--- config.mk ---
export PLATFORM = sky130hd
export DESIGN_NAME = instrMem
export DESIGN_NICKNAME = d
export VERILOG_FILES = /design/src/cpuPkg.sv /design/src/instrMem.sv
export SDC_FILE = /design/constraint.sdc
export NUM_CORES = 2
export LEC_CHECK = 0
export ABC_AREA = 0
export BUFFER_PORTS_ARGS = -buffer_cell sky130_fd_sc_hd__buf_2
export CAP_MARGIN = 10
export CORE_MARGIN = 3
export CORE_UTILIZATION = 50
export CTS_CLUSTER_SIZE = 10
export DETAILED_ROUTE_END_ITERATION = 8
export PLACE_DENSITY_LB_ADDON = 0.1
export SLEW_MARGIN = 10
export SYNTH_ARGS = -nofsm -noshare
export SYNTH_HDL_FRONTEND = slang
export SYNTH_SLANG_ARGS = --single-unit
--- constraint.sdc ---
create_clock -name CLK -period 5.2 [get_ports CLK]
set_input_delay 1.04 -clock CLK [delete_from_list [all_inputs] [get_ports CLK]]
set_output_delay 1.04 -clock CLK [all_outputs]
set_load 0.02 [all_outputs]
--- src/cpuPkg.sv ---
`default_nettype none

package cpuPkg;

    localparam int Xlen     = 32;
    localparam int RegAddrW = 5;
    localparam int OpcodeW  = 7;
    localparam int Funct3W  = 3;

    // Instruction field positions
    localparam int RdLsb     = 7;
    localparam int Funct3Lsb = 12;
    localparam int Rs1Lsb    = 15;
    localparam int Rs2Lsb    = 20;
    localparam int Funct7Lsb = 25;
    localparam int AltBit    = 30;    // funct7 bit picking sub over add

    // Major opcodes of the supported subset
    typedef enum logic [OpcodeW-1:0] {
        OpReg    = 7'b0110011,
        OpImm    = 7'b0010011,
        OpLoad   = 7'b0000011,
        OpStore  = 7'b0100011,
        OpBranch = 7'b1100011,
        OpLui    = 7'b0110111
    } opcodeT;

    // Low three bits follow funct3, top bit follows the alt funct7 bit
    typedef enum logic [3:0] {
        AluAdd   = 4'b0000,
        AluSlt   = 4'b0010,
        AluXor   = 4'b0100,
        AluOr    = 4'b0110,
        AluAnd   = 4'b0111,
        AluSub   = 4'b1000,
        AluPassB = 4'b1111    // Operand B straight through
    } aluOpT;

    typedef enum logic [1:0] {
        WbAlu = 2'b00,
        WbMem = 2'b01,
        WbImm = 2'b10
    } wbSelT;

endpackage

`default_nettype wire

--- src/instrMem.sv ---
`timescale 1ns/1ps
`default_nettype none

module instrMem #(
    parameter int ImemDepth = 64
) (
    input  logic                           CLK,
    input  logic                           loadEn,
    input  logic [$clog2(ImemDepth)-1:0]   loadAddr,
    input  logic [cpuPkg::Xlen-1:0]        loadData,
    input  logic [cpuPkg::Xlen-1:0]        pc,
    output logic [cpuPkg::Xlen-1:0]        instr
);
    import cpuPkg::*;

    localparam int AddrW = $clog2(ImemDepth);

    logic [Xlen-1:0] mem [ImemDepth];

    // Unloaded words stay zero and decode as illegal
    initial begin
        for (int i = 0; i < ImemDepth; i++) begin
            mem[i] = '0;
        end
    end

    always_ff @(posedge CLK) begin
        if (loadEn) begin
            mem[loadAddr] <= loadData;
        end
    end

    assign instr = mem[pc[AddrW+1:2]];    // Byte PC to word index, wraps at depth

    // PC is unknown until the first reset edge
    assert property (@(posedge CLK) (!loadEn && !$isunknown(pc)) |-> pc[1:0] == 2'b00)
        else $error("instrMem: misaligned fetch at pc %h", pc);

endmodule

`default_nettype wire

==> metrics.md <==
| Metric | Value |
|---|---|
| CTS tree | done |
| Top cells by area, synth | edfxtp_1, mux4_2, mux2i_1, o22ai_1, nor2_1 |
| Hpwl dp | 113 mm |
| ANT nets after route | 0 |
| Status | complete, no violations |
| Synth Register Bits | 2048 |
| Post-route cell area | 88400 µm² |
| DR iter-0 viols | 4308 |
| Yosys top cell by area | edfxtp_1 |
| Global route total overflow | 0 |
| TNS Setup | 0 ns |
| Layout cells sized above 1 | 31.7% |
| Area of the multi-input gates | 16000 µm² |
| CP required | 4.16 ns |
| PostCTS Resize Cnt | 0 |
| Final #Nets | 3721 |
| Slew margin rel. | 25.7% |
| Endpoints failing hold | 0 |
| Core Util, Final | 57.2% |
| Vias per cell | 6.38 |
| Routed len/inst | 35.0 µm |
| Minimum clock period after layout | 5.04 ns |
| Detailed Routing Iterations Pass 1 | 5 |
| Post-Syn Nets | 3364 |
| Yosys top cell area share | 79.0% |
| Netlist cell types | 33 |
| H-Tree Depth | 4 |
| Endpoint type of the worst setup path | output pin |
| Max FFs per register | 2048 |
| Worst slack, placed | 0.303 ns |
| Ys Warns | 0 |
| Min-delay worst type | in -> reg |
| Ports | 104 |
| Leak | 27.6 nW |
| Reg area | 61500 µm² |
| Syn-to-layout area delta | 13.5% |
| Clock tree buffer depth | 3 |
| Clock slew at reported path FFs | 0.05 ns |
| Initial antenna violation count | 16 |
| Largest Register | mem |
| Die W | 401 µm |
| Fill cell count | 11000 |
| Overall power | 33.7 mW |
| Fmax | 0.198 GHz |
| Async set-reset flop share out of synthesis | 0% |
| Post-CTS setup buffers | 0 |
| Max Slew Vio Count | 0 |
| Worst-Margin Slew | 1.12 ns |
| Hold buffers post-CTS | 0 |
| Drt drc | 0 |
| Root Buffer Master | clkbuf_16 |
| Ys flop type | edfxtp_1 |
| Largest net degree at the start of global routing | 65 |
| Routed WL | 200 mm |
| Vias in the first global route | 37800 |
| RSZ-0062 raised after global routing | false |
| CP max FO | 24 |
| Post-Syn Area | 77900 µm² |
| Max-Cap Viols | 0 |
| Kind of critical path | in -> out |
| Initial Util | 50.4% |
| WHS | 0.624 ns |
| Final WS setup | 0.155 ns |
| Vias | 36500 |
| P per Cell Area | 381 nW/µm² |
| Total Routing Usage GR | 25.1% |
| Critical path arrival | 4.00 ns |
| Port Buffer Count | 77 |
| Core Footprint | 154000 µm² |
| Biggest regs | mem (2048) |
| Crit path launch type | input pin |
| Worst vdd ir | 0.323 mV |
| Total CTS buffers | 224 |
| Number of flops mapped to enable cells by yosys | 2048 |
| Dpl cell area | 82400 µm² |
| Sequential fraction of the synthesis area | 79.0% |
| Final Cycle Share | 97.0% |
| Avg Cell Area, Syn | 23.7 µm² |
| Post-route insts no fill | 5725 |
| Die area | 161000 µm² |
| DP Cell Count | 5466 |
| CTS Sinks | 2048 |
| DIE HEIGHT | 401 µm |
| Post-Syn Instances | 3292 |
| Global placement routability congestion | 0.880 |
| Final setup viols | 0 |
| Site row count | 144 |
| First-pass GRT wire length | 282 mm |
-- power breakdown --
part	total [mW]	internal, mW	switching, mW	leakage (nW)
registers	18.3	18.3	0.0244	18.4
clock network	13.5	7.68	5.82	2.90
logic	1.88	0.680	1.20	6.25
-- metal layers --
metal	GRT usage (%)	routed length (µm)	up-vias	share of wire, %
li1	-	-	14800	-
met3	6.31	18100	336	9.0
met1	35.1	79300	19700	40
met4	7.58	6000	8	3.0
met2	39.8	97000	1653	48
met5	0	60	-	0.030
-- cell usage in the layout, fill, tap and decap left out, types with 18 or more instances in the layout --
cell type,instances
a21oi_1,62
buf_12,18
buf_2,71
buf_4,221
clkbuf_16,228
edfxtp_1,2048
mux2i_1,93
mux4_2,544
nand2_1,26
nor2_1,75
nor2_4,62
o221ai_1,27
o22ai_1,84
-- logic make-up (layout without fill, tap and decap cells) --
group	after synthesis	in the layout	share of synthesized area (%)
AOI/OAI and AO/OA	202	202	1.69
buffers and inverters	182	566	1.14
DFF	2048	2048	79.0
muxes	637	637	16.9
other	0	5	0
and+or+nand+nor	223	223	1.28
-- cells in the mapped netlist, types with 2 or more instances --
master,count
nand2_1,26
nor2b_1,15
edfxtp_1,2048
and2_1,2
and3_1,4
a311oi_1,8
or3b_1,2
nor3_1,7
or3b_2,3
a22oi_1,12
a41o_1,4
mux2i_1,93
buf_2,57
nand3b_1,5
a21oi_1,62
o22ai_1,84
buf_4,25
mux4_2,544
clkbuf_1,74
or3_1,3
nand3_1,5
nor2_1,137
nand2b_1,8
buf_6,5
o32ai_1,4
o221ai_1,27
buf_1,21
nand4_1,2
-- layout make-up --
type | instances | share of cell area (%)
multi-input combinational | 1062 | 18.1
clock inverter | 14 | 0.184
sequential | 2048 | 69.6
antenna | 5 | 0.0142
clock buffer | 239 | 6.50
timing repair buffer | 313 | 2.74
tap | 2044 | 2.89
-- worst max-delay path, stage by stage --
cell and delay [ns]:
buf_8 0.29, buf_4 0.40, mux4_2 0.56, mux4_2 0.50, o22ai_1 0.54, nor2_1 0.34, buf_2 0.26
-- path summary, 6_finish.rpt --
check,start,end,slack [ns],depth (start not counted)
hold / removal,loadData[5],mem[1][5],0.62,1
setup / recovery,pc[2],instr[12],0.16,7
Note: power is estimated with default switching activity, not from simulation.
