--- config.mk ---
export PLATFORM = sky130hd
export DESIGN_NAME = decodeUnit
export DESIGN_NICKNAME = d
export VERILOG_FILES = /design/src/cpuPkg.sv /design/src/decodeUnit.sv
export SDC_FILE = /design/constraint.sdc
export NUM_CORES = 1
export LEC_CHECK = 0
export BUFFER_PORTS_ARGS = -buffer_cell sky130_fd_sc_hd__buf_2
export CORE_MARGIN = 2
export CORE_UTILIZATION = 34
export DETAILED_ROUTE_END_ITERATION = 6
export PLACE_DENSITY = 0.84
export SETUP_SLACK_MARGIN = 0.5
export SLEW_MARGIN = 20
export SYNTH_ARGS = -nofsm -noshare
export SYNTH_HDL_FRONTEND = slang
export SYNTH_SLANG_ARGS = --single-unit
--- constraint.sdc ---
create_clock -name vclk -period 2.43
set_input_delay 0.486 -clock vclk [all_inputs]
set_output_delay 0.486 -clock vclk [all_outputs]
set_load 0.1 [all_outputs]
--- src/cpuPkg.sv ---
`default_nettype none

package cpuPkg;

    localparam int Xlen     = 32;
    localparam int RegAddrW = 5;
    localparam int OpcodeW  = 7;
    localparam int Funct3W  = 3;

    // Instruction field positions
    localparam int RdLsb     = 7;
    localparam int Funct3Lsb = 12;
    localparam int Rs1Lsb    = 15;
    localparam int Rs2Lsb    = 20;
    localparam int Funct7Lsb = 25;
    localparam int AltBit    = 30;    // funct7 bit picking sub over add

    // Major opcodes of the supported subset
    typedef enum logic [OpcodeW-1:0] {
        OpReg    = 7'b0110011,
        OpImm    = 7'b0010011,
        OpLoad   = 7'b0000011,
        OpStore  = 7'b0100011,
        OpBranch = 7'b1100011,
        OpLui    = 7'b0110111
    } opcodeT;

    // Low three bits follow funct3, top bit follows the alt funct7 bit
    typedef enum logic [3:0] {
        AluAdd   = 4'b0000,
        AluSlt   = 4'b0010,
        AluXor   = 4'b0100,
        AluOr    = 4'b0110,
        AluAnd   = 4'b0111,
        AluSub   = 4'b1000,
        AluPassB = 4'b1111    // Operand B straight through
    } aluOpT;

    typedef enum logic [1:0] {
        WbAlu = 2'b00,
        WbMem = 2'b01,
        WbImm = 2'b10
    } wbSelT;

endpackage

`default_nettype wire

--- src/decodeUnit.sv ---
`timescale 1ns/1ps
`default_nettype none

module decodeUnit (
    input  logic [cpuPkg::Xlen-1:0]       instr,
    output logic [cpuPkg::RegAddrW-1:0]   rs1,
    output logic [cpuPkg::RegAddrW-1:0]   rs2,
    output logic [cpuPkg::RegAddrW-1:0]   rd,
    output logic [cpuPkg::Xlen-1:0]       imm,
    output cpuPkg::aluOpT                 aluOp,
    output logic                          aluSrcImm,
    output logic                          isBranch,
    output logic                          branchNe,
    output logic                          memRead,
    output logic                          memWrite,
    output logic                          regWrite,
    output cpuPkg::wbSelT                 wbSel,
    output logic                          illegal
);
    import cpuPkg::*;

    opcodeT             opcode;
    logic [Funct3W-1:0] funct3;
    logic [3:0]         aluCtl;
    logic               funct7Clear;
    logic [Xlen-1:0]    immI;
    logic [Xlen-1:0]    immS;
    logic [Xlen-1:0]    immB;
    logic [Xlen-1:0]    immU;
    logic               bad;

    assign opcode = opcodeT'(instr[OpcodeW-1:0]);
    assign funct3 = instr[Funct3Lsb +: Funct3W];
    assign rd     = instr[RdLsb +: RegAddrW];
    assign rs1    = instr[Rs1Lsb +: RegAddrW];
    assign rs2    = instr[Rs2Lsb +: RegAddrW];

    assign aluCtl      = {instr[AltBit], funct3};    // Same pairing as the ALU control input
    assign funct7Clear = ({instr[Xlen-1], instr[AltBit-1:Funct7Lsb]} == '0);

    // Immediate formats
    assign immI = {{20{instr[31]}}, instr[31:20]};
    assign immS = {{20{instr[31]}}, instr[31:25], instr[11:7]};
    assign immB = {{19{instr[31]}}, instr[31], instr[7], instr[30:25], instr[11:8], 1'b0};
    assign immU = {instr[31:12], 12'b0};

    always_comb begin
        imm       = '0;
        aluOp     = AluAdd;
        aluSrcImm = 1'b0;
        isBranch  = 1'b0;
        branchNe  = 1'b0;
        memRead   = 1'b0;
        memWrite  = 1'b0;
        regWrite  = 1'b0;
        wbSel     = WbAlu;
        bad       = 1'b0;

        case (opcode)
            OpReg: begin
                regWrite = 1'b1;
                case (aluCtl)
                    AluAdd, AluSub, AluAnd, AluOr, AluXor, AluSlt: begin
                        aluOp = aluOpT'(aluCtl);
                        bad   = !funct7Clear;
                    end
                    default: bad = 1'b1;
                endcase
            end
            OpImm: begin
                imm       = immI;
                aluSrcImm = 1'b1;
                regWrite  = 1'b1;
                // Bit 30 is immediate here, so only funct3 counts
                case ({1'b0, funct3})
                    AluAdd, AluAnd, AluOr, AluXor, AluSlt: aluOp = aluOpT'({1'b0, funct3});
                    default: bad = 1'b1;    // Shifts and sltiu
                endcase
            end
            OpLoad: begin
                imm       = immI;
                aluSrcImm = 1'b1;
                memRead   = 1'b1;
                regWrite  = 1'b1;
                wbSel     = WbMem;
                bad       = (funct3 != 3'b010);    // lw only
            end
            OpStore: begin
                imm       = immS;
                aluSrcImm = 1'b1;
                memWrite  = 1'b1;
                bad       = (funct3 != 3'b010);
            end
            OpBranch: begin
                imm      = immB;
                aluOp    = AluSub;    // Zero flag gives equality
                isBranch = 1'b1;
                branchNe = funct3[0];
                bad      = (funct3[2:1] != 2'b00);
            end
            OpLui: begin
                imm       = immU;
                aluOp     = AluPassB;
                aluSrcImm = 1'b1;
                regWrite  = 1'b1;
                wbSel     = WbImm;
            end
            default: bad = 1'b1;
        endcase

        // Illegal retires as a no-op
        if (bad) begin
            regWrite = 1'b0;
            memRead  = 1'b0;
            memWrite = 1'b0;
            isBranch = 1'b0;
        end
    end

    assign illegal = bad;

    assert final (!(memRead && memWrite))
        else $error("decodeUnit: load and store decoded together for %h", instr);

endmodule

`default_nettype wire

==> out/results.tsv, run 1 <==
metric	value	unit
# IOs	92	
Synth Area in Adders	0	
Initial Utilization	0.369	
Buffers on Ports	92	
sequential-to-total area share from yosys stat	0	
GPL Wtd Cong	0.923	
combinational family with the most area after synthesis	compound AO/OA/AOI/OAI gates	
failing step	detailed placement	
Avg Inst Size Synth	6.90	um2
syn nets	139	
tool error	[ERROR DPL-0038] Utilization greater than 100%, impossible to legalize	
outcome	aborted with a tool error	
compound-cell area share of the yosys netlist	0.417	
Synth cell types	35	
Synth Area in XOR/XNOR	0	
Mapped Area	738	um2
FP Rows	16	
top-area cell type share of the netlist area	0.193	
die width	50.6	um
YS warnings	0	
die height	50.6	um
synth top area cells	a21o_1 19%, buf_4 16%, a22o_1 5.9%, and2_1 5.1%, o21ai_0 4.1%	
post-synthesis cell count	107	
Synth Area in Simple Gates	0.322	
leading area contributor after synthesis	a21o_1	
post-synthesis mux area share	0	
## metrics by stage
step	std cells	hold WS, ps
floorplan	107	1170
global placement	221	1350
## synth_stat cells, types with 2 or more instances
master	number
inv_1	5
or3_1	2
a22o_1	5
nand2b_1	2
and2_1	6
nor2_1	7
buf_4	16
nand2_1	5
nand3_1	3
buf_2	4
nor4_1	2
a21o_1	19
buf_8	2
o21ai_0	6
nor3_1	3
## cells by family after synthesis
| kind of cell | after synthesis |
|---|---|
| AO/OA/AOI/OAI | 41 |
| AND/OR/NAND/NOR | 38 |
| buffers and inverters | 28 |
==> inputs of run 2 (changes only) <==
CORE_AREA = 2 2 63 65   (was default)
CORE_MARGIN = default   (was 2)
CORE_UTILIZATION = default   (was 34)
DIE_AREA = 0 0 65 67   (was default)
PLACE_DENSITY = default   (was 0.84)
PLACE_DENSITY_LB_ADDON = 0.15   (was default)
SETUP_SLACK_MARGIN = default   (was 0.5)
==> run 2 against run 1 <==
Net effect: the run now ends clean; area after synthesis is the same; synthesized cell count unchanged.
==> out/results.tsv, run 2 <==
metric	value	unit	change
Critical Path Fanout Max	3		
sequential-to-total area share from yosys stat	0		unchanged
critical path startpoint category	input port		
die width	65	um	+28%
Synth cell types	35		unchanged
top-area cell type share of the netlist area	0.193		unchanged
GPL Wtd Cong	0.796		-14%
# DRC	0		
vias per cell	4.61		
hold_buf cts	0		
Max-Cap Viols	0		
min-delay src	instr[18]		
Buffers on Ports	92		unchanged
Initial Utilization	0.205		-0.164
Layout area overhead	196	%	
Total Die Area	4360	um2	
final wirelength	3310	um	
hold endpoint	imm[18]		
drt pass-1 iters	4		
Fmax achieved	0.419	GHz	
Worst path top cell family by delay	simple AND/OR/NAND/NOR gates		
Slew Viols, Final	0		
syn nets	139		unchanged
commonest cells in the netlist	19 x a21o_1, 16 x buf_4, 7 x nor2_1		
most frequent cell after synthesis	a21o_1		
worst path bufs/invs	3		
Seq. cell area	0	um2	
synth top area cells	a21o_1 19%, buf_4 16%, a22o_1 5.9%, and2_1 5.1%, o21ai_0 4.1%		
Avg Inst Size Synth	6.90	um2	unchanged
leakage	1.01	nW	
met2 usage in global routing	0.291		
GR met3 Demand/Resource	0.0220		
wire length per cell	13.5	um	
Seq Cell Count	0		
setup ws final	45.3	ps	
leading area contributor after synthesis	a21o_1		
DR iter-0 viols	12		
WP data arrival	1900	ps	
final net count	232		
type of the tightest min-delay check	input port to output pin		
fin crit share	0.981		
gr usage total	0.152		
minimum clock period	2380	ps	
worst hold margin	1340	ps	
final setup violation count	0		
share of cells above drive strength 1	0.788		
most frequent cells in the layout	47 x buf_2, 47 x buf_12, 19 x buf_4		
Diodes inserted	0		
Slew headroom	0.675		
Crit Path Class	input port to output pin		
clkbuf count	0		
core box area	3610	um2	
Post-Layout Cell Count	246		
global-route wire length before repair	5290	um	
YS warnings	0		unchanged
max incr delay on CP	360	ps	
Top Usage Layer GRT	met2		
outcome	complete, no violations		
Post-Place Cells	242		
number of antenna violations at the first check in global routing	0		
via count	1133		
Overflow after GRT	0		
Critical-path top delay cell	or3_4		
Crit path required time	1940	ps	
Post-DRT Antenna Nets	0		
post-synthesis cell count	107		unchanged
Final HPWL DP	2950	um	
worst vdd ir	102	uV	
cells along the critical path	buf_2, nand4bb_4, or3_4, buf_4, o21ai_1, a32o_2, buf_12		
Worst Tran Pin Value	491	ps	
met1 Use GR	0.182		
crit end category	output pin		
Mapped Area	738	um2	unchanged
largest net degree at the start of global routing	13		
Power Dens Cells	149	nW/um2	
pre-CTS setup slack	-32.5	ps	
# IOs	92		unchanged
vias in the first global route	1130		
die height	67	um	+32%
FP Rows	22		+6
worst hold path cell count	3		
Hold Fails Final Rpt	0		
[run 2: worst min-delay path, cell delays in order]
cell and delay (ps):
buf_2 90, a21o_4 120, buf_12 160
[run 2: cells by family (layout without fill, tap and decap cells)]
logic type	after synthesis	in the layout	share of synthesized area
AO/OA/AOI/OAI	41	41	0.417
buffers and inverters	28	119	0.261
AND/OR/NAND/NOR	38	38	0.322
[run 2: final cells by class]
class / count / area, um2
Fill cell: 313 / 1420
Timing Repair Buffer: 113 / 1320
Multi-Input combinational cell: 79 / 785
Tap cell: 48 / 60.1
Inverter: 6 / 22.5
[run 2: layer usage]
layer / vias to the layer above / share of wire
met5: - / 0
met4: 0 / 0.0057
met3: 2 / 0.069
met2: 42 / 0.58
met1: 530 / 0.35
li1: 559 / -
[run 2: metrics by stage]
stage | power [mW] | TNS, ps | instance area [um2] | util
2_1_floorplan | 0.229 | -1360 | 947 | -
3_3_place_gp | 0.318 | -55.1 | 2100 | 0.584
3_5_place_dp | 0.320 | -56.9 | 2100 | 0.584
4_1_cts | 0.325 | -7.71 | 2160 | 0.598
5_1_grt | 0.339 | -27.5 | 2190 | 0.606
6_report | 0.326 | 0 | 2190 | 0.606
[run 2: how the worst max path moves through the flow]
stage          depth (start not counted)       end  slack [ps]  startpoint
2_1_floorplan                          5  regWrite        -350    instr[3]
3_3_place_gp                           7   imm[11]         -30    instr[2]
3_5_place_dp                           7   imm[11]         -30    instr[2]
4_1_cts                                6   illegal          -8    instr[0]
5_1_grt                                7  regWrite         -20    instr[3]
6_report                               7   imm[11]          50    instr[2]
[run 2: repair_timing]
item	CTS	global route
pin swaps	2	4
buffers inserted	3	1
endpoints found under the setup margin	3	14
gates resized for setup	1	7
[run 2: power breakdown]
part           total, mW  switching (mW)  internal, mW
Combinational      0.326           0.232        0.0943
Clock                  0               0             0
Sequential             0               0             0
Total              0.326           0.232        0.0943
No activity file was read; power rests on OpenSTA's default activity.
